--- src/rtl/cop_defines.svh ---
/* Board constants for the coprocessor glue
   Clock divide ratios, MCU port 2 strobe positions and status selector field */
`ifndef COP_DEFINES_SVH
`define COP_DEFINES_SVH

// Divide ratios from the 24 MHz clock
`define COP_DIV_OPL 8
`define COP_DIV_OPN 16
`define COP_DIV_MCU 3

// Port 2 bit positions
// Bit 2 goes back to the CPU as sec2
`define COP_P2_SEL2 2
// Interrupt acknowledge, active low
`define COP_P2_IRQ_ACK 3
// Data strobes, all active low
`define COP_P2_RDHI 4
`define COP_P2_RDLO 5
`define COP_P2_WRLO 6
`define COP_P2_WRHI 7

// Status dump address bits that pick the source
`define COP_ST_SEL_MSB 7
`define COP_ST_SEL_LSB 6

`endif
--- src/rtl/cop_pkg.sv ---
/* Shared vector types for the coprocessor glue */
package cop_pkg;

    // One MCU port, or one status byte
    typedef logic [7:0] byte_t;

    // Main CPU data word, as seen through the MCU latch
    typedef logic [15:0] word_t;

    // CPU to MCU select lines
    // Bit 0 raises the interrupt, bits 5:3 feed port 3
    typedef logic [5:0] sec_t;

    // Two-bit ROM bank flag fields
    // Sound bank, BG1 bank and mixer flags
    typedef logic [1:0] flag2_t;

    // CRT back colour
    typedef logic [2:0] crback_t;

    // Status dump source code
    // 0 video, 1 sound latch, 2 main, 3 sound
    typedef logic [1:0] st_sel_t;

endpackage

--- src/rtl/cop_glue.sv ---
/* Coprocessor glue top level
   Clock enables, MCU port bridge and the registered status dump selector */
`timescale 1ns/1ps
`include "cop_defines.svh"

module cop_glue
    import cop_pkg::*;
(
    input  logic    clk,
    input  logic    rst24,

    // Clock enables
    output logic    cen_opl,
    output logic    cen_opn,
    output logic    cen_mcu,

    // MCU ports
    input  byte_t   p0_o,
    input  byte_t   p1_o,
    input  byte_t   p2_o,
    input  byte_t   p3_o,
    output byte_t   p0_i,
    output byte_t   p3_i,
    output logic    int1n,

    // Main CPU latch
    input  word_t   cpu_din,
    input  sec_t    sec,
    output logic    mcu_sel2,
    output word_t   mcu_dout,

    // ROM banks
    output flag2_t  sndflag,
    output flag2_t  b1flg,
    output logic    b0flg,
    output flag2_t  mixflg,
    output crback_t crback,

    // Status dump
    input  byte_t   st_addr,
    input  byte_t   st_video,
    input  byte_t   st_main,
    input  byte_t   st_snd,
    input  byte_t   snd_latch,
    output byte_t   st_dout
);

    st_sel_t st_sel;

    cop_cen u_cen (
        .clk     ( clk     ),
        .rst24   ( rst24   ),
        .cen_opl ( cen_opl ),
        .cen_opn ( cen_opn ),
        .cen_mcu ( cen_mcu )
    );

    cop_mcu_bridge u_bridge (
        .clk      ( clk      ),
        .rst24    ( rst24    ),
        .p0_o     ( p0_o     ),
        .p1_o     ( p1_o     ),
        .p2_o     ( p2_o     ),
        .p3_o     ( p3_o     ),
        .cpu_din  ( cpu_din  ),
        .sec      ( sec      ),
        .p0_i     ( p0_i     ),
        .p3_i     ( p3_i     ),
        .int1n    ( int1n    ),
        .mcu_sel2 ( mcu_sel2 ),
        .mcu_dout ( mcu_dout ),
        .sndflag  ( sndflag  ),
        .b1flg    ( b1flg    ),
        .b0flg    ( b0flg    ),
        .mixflg   ( mixflg   ),
        .crback   ( crback   )
    );

    assign st_sel = st_addr[`COP_ST_SEL_MSB:`COP_ST_SEL_LSB];

    // Status dump, one cycle behind the address
    always_ff @(posedge clk or posedge rst24) begin
        if (rst24) begin
            st_dout <= '0;
        end else begin
            case (st_sel)
                2'd0:    st_dout <= st_video;
                2'd1:    st_dout <= snd_latch;
                2'd2:    st_dout <= st_main;
                default: st_dout <= st_snd;
            endcase
        end
    end

endmodule

--- src/rtl/cop_mcu_bridge.sv ---
/* Bridge between the sub-MCU ports and the main CPU latch
   Byte latches both ways, interrupt request and ROM bank flag decoding */
`timescale 1ns/1ps
`include "cop_defines.svh"

module cop_mcu_bridge
    import cop_pkg::*;
(
    input  logic    clk,
    input  logic    rst24,

    // MCU port outputs
    input  byte_t   p0_o,
    input  byte_t   p1_o,
    input  byte_t   p2_o,
    input  byte_t   p3_o,

    // Main CPU side
    input  word_t   cpu_din,
    input  sec_t    sec,

    // Back into the MCU
    output byte_t   p0_i,
    output byte_t   p3_i,
    output logic    int1n,

    // To the main CPU
    output logic    mcu_sel2,
    output word_t   mcu_dout,

    // ROM bank and colour flags
    output flag2_t  sndflag,
    output flag2_t  b1flg,
    output logic    b0flg,
    output flag2_t  mixflg,
    output crback_t crback
);

    logic rd_hi;
    logic rd_lo;
    logic wr_hi;
    logic wr_lo;
    logic irq_ack;
    logic sel0_l;
    logic sel0_rise;

    // Port 2 strobes are active low
    assign rd_hi   = ~p2_o[`COP_P2_RDHI];
    assign rd_lo   = ~p2_o[`COP_P2_RDLO];
    assign wr_hi   = ~p2_o[`COP_P2_WRHI];
    assign wr_lo   = ~p2_o[`COP_P2_WRLO];
    assign irq_ack = ~p2_o[`COP_P2_IRQ_ACK];

    assign sel0_rise = sec[0] & ~sel0_l;

    // Select lines 5:3 replace the top of port 3
    assign p3_i = {sec[5:3], p3_o[4:0]};

    assign mcu_sel2 = p2_o[`COP_P2_SEL2];

    // Port 1 packs the bank flags, high to low
    assign {sndflag, b1flg, b0flg, mixflg} = p1_o[6:0];
    assign crback = p3_o[2:0];

    // External interrupt
    always_ff @(posedge clk or posedge rst24) begin
        if (rst24) begin
            sel0_l <= 1'b0;
            int1n  <= 1'b1;
        end else begin
            sel0_l <= sec[0];
            // Acknowledge beats a new request
            if (irq_ack) begin
                int1n <= 1'b1;
            end else if (sel0_rise) begin
                int1n <= 1'b0;
            end
        end
    end

    // MCU reads one byte of the CPU word
    always_ff @(posedge clk or posedge rst24) begin
        if (rst24) begin
            p0_i <= '0;
        end else begin
            if (rd_lo) begin
                p0_i <= cpu_din[7:0];
            end else if (rd_hi) begin
                p0_i <= cpu_din[15:8];
            end
        end
    end

    // MCU writes the word to the CPU a byte at a time
    always_ff @(posedge clk or posedge rst24) begin
        if (rst24) begin
            mcu_dout <= '0;
        end else begin
            if (wr_hi) begin
                mcu_dout[15:8] <= p0_o;
            end
            if (wr_lo) begin
                mcu_dout[7:0] <= p0_o;
            end
        end
    end

endmodule

--- src/rtl/cop_cen.sv ---
/* Clock enable generator
   Derives the OPL, OPN and MCU strobes from the 24 MHz clock */
`timescale 1ns/1ps
`include "cop_defines.svh"

module cop_cen (
    input  logic clk,
    input  logic rst24,
    output logic cen_opl,
    output logic cen_opn,
    output logic cen_mcu
);

    localparam int OPL_W = $clog2(`COP_DIV_OPL);
    localparam int OPN_W = $clog2(`COP_DIV_OPN);
    localparam int MCU_W = $clog2(`COP_DIV_MCU);

    // Last count before each counter wraps
    localparam logic [OPL_W-1:0] OPL_LAST = OPL_W'(`COP_DIV_OPL - 1);
    localparam logic [OPN_W-1:0] OPN_LAST = OPN_W'(`COP_DIV_OPN - 1);
    localparam logic [MCU_W-1:0] MCU_LAST = MCU_W'(`COP_DIV_MCU - 1);

    logic [OPL_W-1:0] cnt_opl;
    logic [OPN_W-1:0] cnt_opn;
    logic [MCU_W-1:0] cnt_mcu;

    // OPL at 3 MHz
    always_ff @(posedge clk or posedge rst24) begin
        if (rst24) begin
            cnt_opl <= '0;
            cen_opl <= 1'b0;
        end else begin
            cnt_opl <= (cnt_opl == OPL_LAST) ? '0 : cnt_opl + 1'b1;
            cen_opl <= (cnt_opl == OPL_LAST);
        end
    end

    // OPN at 1.5 MHz
    always_ff @(posedge clk or posedge rst24) begin
        if (rst24) begin
            cnt_opn <= '0;
            cen_opn <= 1'b0;
        end else begin
            cnt_opn <= (cnt_opn == OPN_LAST) ? '0 : cnt_opn + 1'b1;
            cen_opn <= (cnt_opn == OPN_LAST);
        end
    end

    // MCU at 8 MHz, divide by three
    always_ff @(posedge clk or posedge rst24) begin
        if (rst24) begin
            cnt_mcu <= '0;
            cen_mcu <= 1'b0;
        end else begin
            cnt_mcu <= (cnt_mcu == MCU_LAST) ? '0 : cnt_mcu + 1'b1;
            cen_mcu <= (cnt_mcu == MCU_LAST);
        end
    end

endmodule

--- config.mk ---
export PLATFORM = sky130hd
export DESIGN_NAME = cop_glue
export DESIGN_NICKNAME = d
export VERILOG_FILES = /design/src/rtl/cop_pkg.sv /design/src/rtl/cop_glue.sv /design/src/rtl/cop_mcu_bridge.sv /design/src/rtl/cop_cen.sv
export VERILOG_INCLUDE_DIRS = /design/src /design/src/rtl
export SDC_FILE = /design/constraint.sdc
export NUM_CORES = 1
export LEC_CHECK = 0
export ABC_AREA = 0
export BUFFER_PORTS_ARGS = -buffer_cell sky130_fd_sc_hd__clkbuf_2
export CORE_MARGIN = 2
export CORE_UTILIZATION = 40
export CTS_BUF_LIST = sky130_fd_sc_hd__clkbuf_16
export DETAILED_ROUTE_END_ITERATION = 6
export GPL_ROUTABILITY_DRIVEN = 1
export GPL_TIMING_DRIVEN = 0
export PLACE_DENSITY = 0.88
export REMOVE_ABC_BUFFERS = 1
export SLEW_MARGIN = 0
export SYNTH_ARGS = -nofsm -noshare
export SYNTH_HDL_FRONTEND = slang
export SYNTH_SLANG_ARGS = --single-unit
--- constraint.sdc ---
create_clock -name clk -period 1.7 [get_ports clk]
set_input_delay 0.34 -clock clk [delete_from_list [all_inputs] [get_ports clk]]
set_output_delay 0.34 -clock clk [all_outputs]
set_load 0.03 [all_outputs]
# [Yosys cells after proc, flatten, opt, wreduce, memory -nomap -nowiden]
# Index checks and enable logic that the tools add are counted.
[word_totals] reg_bits=46 in_bits=96 output_inout_bits=55 elab_cells=33
[classes] n_addsub=3 n_eq_ne=7 mux=8 bitwise_logic=2 reduce_logical=1
[op_table] op="$pmux W8 S3" count=1
[op_table] op="$mux W8" count=2
[op_table] op="$add A4 B1 Y4 const B" count=1
[op_table] op="$eq A2 B2 Y1 const B" count=2
[op_table] op="$eq A4 B4 Y1 const B" count=1
[op_table] op="$mux W4" count=1
[op_table] op="$add A3 B1 Y3 const B" count=1
[op_table] op="$eq A3 B3 Y1 const B" count=1
[op_table] op="$mux W3" count=1
[op_table] op="$add A2 B1 Y2 const B" count=1
[op_table] op="$eq A2 B1 Y1 const B" count=1
[op_table] op="$logic_not A2 Y1" count=1
[op_table] op="$mux W1" count=2
[op_table] op="$mux W2" count=1
[op_table] op="$ne A2 B1 Y1 const B" count=1
[op_table] op="$ne A2 B2 Y1 const B" count=1
[op_table] op="$and A1 B1 Y1" count=1
[op_table] op="$not A1 Y1" count=1

# [Depth between registers and ports, before layout]
[depth] ltp_word=4 depth_mapped=4 depth_no_buf=3

# [Hierarchy]
# Synthesis repeated with hierarchy kept, for this count alone.
[unflattened] hier_cells=142 hier_area_um2=2020.7
[by_module_without_submodules] module="cop_mcu_bridge" n_inst=1 cells_per_inst=94 area_per_inst_um2=1196.1 seq_area_each_um2=651.9
[by_module_without_submodules] module="cop_cen" n_inst=1 cells_per_inst=29 area_per_inst_um2=424.2 seq_area_each_um2=300.3
[by_module_without_submodules] module="cop_glue" n_inst=1 cells_per_inst=19 area_per_inst_um2=400.4 seq_area_each_um2=200.2

# [Worst setup path after synthesis]
# No wires, ideal clock.
[synth_timing] path_type="input to register" from="input port st_addr[6]" to="register st_dout[0]" arrival_ns=0.953 slack_ns=0.608 cell_stages=2 n_path_buf=1 path_cell_list="buf_6 > mux4_2"
[synth_via] elab_chain_len=2 word_cells_on_any_way=4 classes_between="2 x eq/ne; 1 x mux; 1 x reduce/logical"
[synth_lines] item="start, declared" line="cop_glue.sv:40" text="input byte_t st_addr,"
[synth_lines] item="$eq A2 B2 Y1 (tied with other cells)" line="cop_glue.sv:86" text="case (st_sel)"
[synth_lines] item="$pmux W8 S3 *" line="cop_glue.sv:86"
[synth_lines] item="end signal, assigned" line="cop_glue.sv:87" text="2'd0: st_dout <= st_video;"
[synth_lines] item="end signal, assigned" line="cop_glue.sv:88" text="2'd1: st_dout <= snd_latch;"
[synth_lines] item="end signal, assigned" line="cop_glue.sv:89" text="2'd2: st_dout <= st_main;"
[synth_lines] item="end, declared" line="cop_glue.sv:45" text="output byte_t st_dout"
# Every way passes the cells marked *; elsewhere a longest branch is shown, timed or not.
# A chain may end at the register's enable or synchronous reset.

# [Worst setup path in the final report]
[layout_timing] from="register u_bridge.int1n" to="output port int1n"
[layout_rtl] item="start, declared" line="cop_mcu_bridge.sv:25" text="output logic int1n,"
[layout_rtl] item="start signal, assigned" line="cop_mcu_bridge.sv:69" text="int1n <= 1'b1;"
[layout_rtl] item="start signal, assigned" line="cop_mcu_bridge.sv:74" text="int1n <= 1'b1;"
[layout_rtl] item="start signal, assigned" line="cop_mcu_bridge.sv:76" text="int1n <= 1'b0;"
[layout_rtl] item="end, declared" line="cop_glue.sv:24" text="output logic int1n,"
# No word-level cell between the ends.

==> impl_metrics.tcl <==
set metrics [dict create \
    outcome "completed" \
    vias_per_cell 4.82 \
    postCtsSetupBuffers 0 \
    final_cell_mix "clkbuf_2, dfrtp_1, mux2_2" \
    gp_congestion 0.925 \
    multi_input_area_sq_um 628 \
    layout_commonest_cell "clkbuf_2" \
    synthAdderAreaFrac 0.0190 \
    path_delay_family "flip-flops" \
    core_area_sq_um 4750 \
    cts_inserted_buffers 5 \
    r2r_end "u_cen.cnt_opn[3]" \
    final_nets 321 \
    cts.sink_count 46 \
    maxSlewViolCount 0 \
    hold_viol_final 0 \
    place_ws_ps 349 \
    diodes 0 \
    arrival_ps 1010 \
    cp_data_required_time_ps 1360 \
    synth_mux_area_frac 0.223 \
    portBuffers 101 \
    clkLatencyLatePin_ps 280 \
    drt_wl_total_mm 4.17 \
    grt_max_degree 29 \
    reg2reg_slack_ps 630 \
    crit_type "reg -> out" \
    std_cell_rows 25 \
    seq_area_sq_um 1150 \
    yosysSeqAreaShare 0.583 \
    first_iter_violations 20 \
    start_util 0.416 \
    total_power_mw 2.63 \
    clock_skew_ps 2.23 \
    setup_ws_ps 354 \
    yosys.area_share.simple 0.0437 \
    htreeDepth 2 \
    io_pins 151 \
    drive_above_1_share 0.610 \
    grt_pass1_wl_mm 6.28 \
    timing.critical_path.buf_inv 1 \
    gr-total-overflow 0 \
    yosysTopAreaCellShare 0.570 \
    cts_tree "yes" \
    drv.max_cap_violation_count 0 \
    cpPeakStageDelay_ps 530 \
    synth-compound-area-share 0.0278 \
    path_cells "clkbuf_2" \
    synthXorXnorAreaFrac 0.00443 \
    drc_errors 0 \
    die-area_sq_um 5520 \
    crit_start "u_bridge.int1n" \
    worstReg2RegStart "u_cen.cnt_opn[2]" \
    synth_top_family_by_area "multiplexers" \
    syn_inst 139 \
    hp-class "in -> async" \
    ys_ff_latch 46 \
    start_kind "flip-flop" \
    hpwl_mm 3.50 \
    dp_cells 282 \
    rsz0062_at_grt "false" \
    final_util 0.537 \
    routedWlPerCell_um 14.4 \
    first_pass_iters 2 \
    hold_buffers 0 \
    cts_root_buffer "clkbuf_16" \
    dpl_cell_area_sq_um 2400 \
    die_h_um 74.3 \
    worstMarginPinSlew_ps 410 \
    die_x_um 74.3 \
    cp_slowest_cell "dfstp_2" \
    antenna_found_initial 0 \
    synth_area_per_cell_sq_um 14.2 \
    min_period_over_period 0.792 \
    fin_area_sq_um 2550 \
    clock_path_buffers 2 \
    ir_worst_vdd_mv 0.394 \
    nFillCells 403 \
    synth_area_sq_um 1980 \
    synth_cell_types 21 \
    drtAntennaViolNets 0 \
    rr_worst_depth 2 \
    area_growth_pct 29.1 \
    cp_max_fo 2 \
    layout_min_cycle_time_ps 1350 \
    powerDensity_nw_per_um2 1030 \
    ys_warn_count 0 \
    p_leak_nw 1.32 \
    num_vias 1399 \
    instances_no_fill 290 \
    ys_top_cells_by_area "dfrtp_1, mux2_2, mux4_2, buf_4, mux2i_1" \
    cts_resized 0 \
    worst_setup_path_end_kind "output port" \
    grt_usage 0.155 \
    grt_pass1_vias 1435 \
    clkTransAtPathRegs_ps 60 \
    fmax_mhz 743 \
    yosys.area.top_type "dfrtp_1" \
    relSlewSlack 0.726 \
    finalSetupViolCount 0 \
]
-- synthesized netlist by cell type --
library cell,n
dfrtp_1,45
buf_4,20
mux2_2,16
nor2_1,11
a21oi_1,8
mux2i_1,8
mux4_2,8
nor2b_1,4
buf_2,3
ha_1,3
inv_1,3
a311o_1,1
and3_1,1
and4b_1,1
buf_6,1
clkbuf_1,1
clkbuf_2,1
dfstp_2,1
nand2_1,1
o21ai_0,1
xor2_1,1
-- per-stage QoR --
step	setup TNS, ps	hold slack (ps)
after global routing	0	62.3
after global placement	-11080	419
after detailed placement	0	345
after floorplan	0	371
final	0	28.0
after CTS	0	37.0
-- how the worst max path moves through the flow --
stage	end	cells after the start	slack (ps)
2_1_floorplan	st_dout[0]	1	270
3_3_place_gp	u_bridge.mcu_dout[5]	2	-250
3_5_place_dp	st_dout[0]	2	350
4_1_cts	int1n	1	340
5_1_grt	int1n	1	320
6_report	int1n	1	350
-- state kept, by name (all words and copies together), names as in the netlist --
register / count
u_cen.cen_opl: 1
u_bridge.int1n: 1
u_cen.cnt_opn: 4
st_dout: 8
u_bridge.p0_i: 8
u_bridge.sel0_l: 1
u_bridge.mcu_dout: 16
u_cen.cen_mcu: 1
u_cen.cen_opn: 1
u_cen.cnt_opl: 3
u_cen.cnt_mcu: 2
-- layer usage --
| layer | GRT usage | part of all wire |
|---|---|---|
| met4 | 0.0794 | 0.027 |
| met1 | 0.145 | 0.31 |
| met3 | 0.0867 | 0.16 |
| met5 | 0.0370 | 0 |
| met2 | 0.267 | 0.50 |
-- logic make-up (layout without fill, tap and decap cells) --
kind of cell	after synthesis	after routing
XOR/XNOR	1	1
AND/OR/NAND/NOR	18	18
AO/OA/AOI/OAI	10	10
flip-flops	46	46
multiplexers	32	32
adder cells (fa/ha/maj)	3	3
buffers and inverters	29	113
-- area by class of cell --
class / instances / area share
clock buffer: 5 / 0.0490
clock inverter: 3 / 0.00981
inverter: 3 / 0.00441
multi-input combinational: 64 / 0.246
sequential: 46 / 0.452
tap: 67 / 0.0329
timing repair buffer: 102 / 0.206
-- power by group --
part	total (mW)	switching, mW	leakage (nW)	internal [mW]
combinational	0.476	0.287	0.700	0.189
clock	0.946	0.395	0.0704	0.551
sequential	1.21	0.0337	0.548	1.17
total	2.63	0.716	1.32	1.91
(Power assumes the default switching activity.)
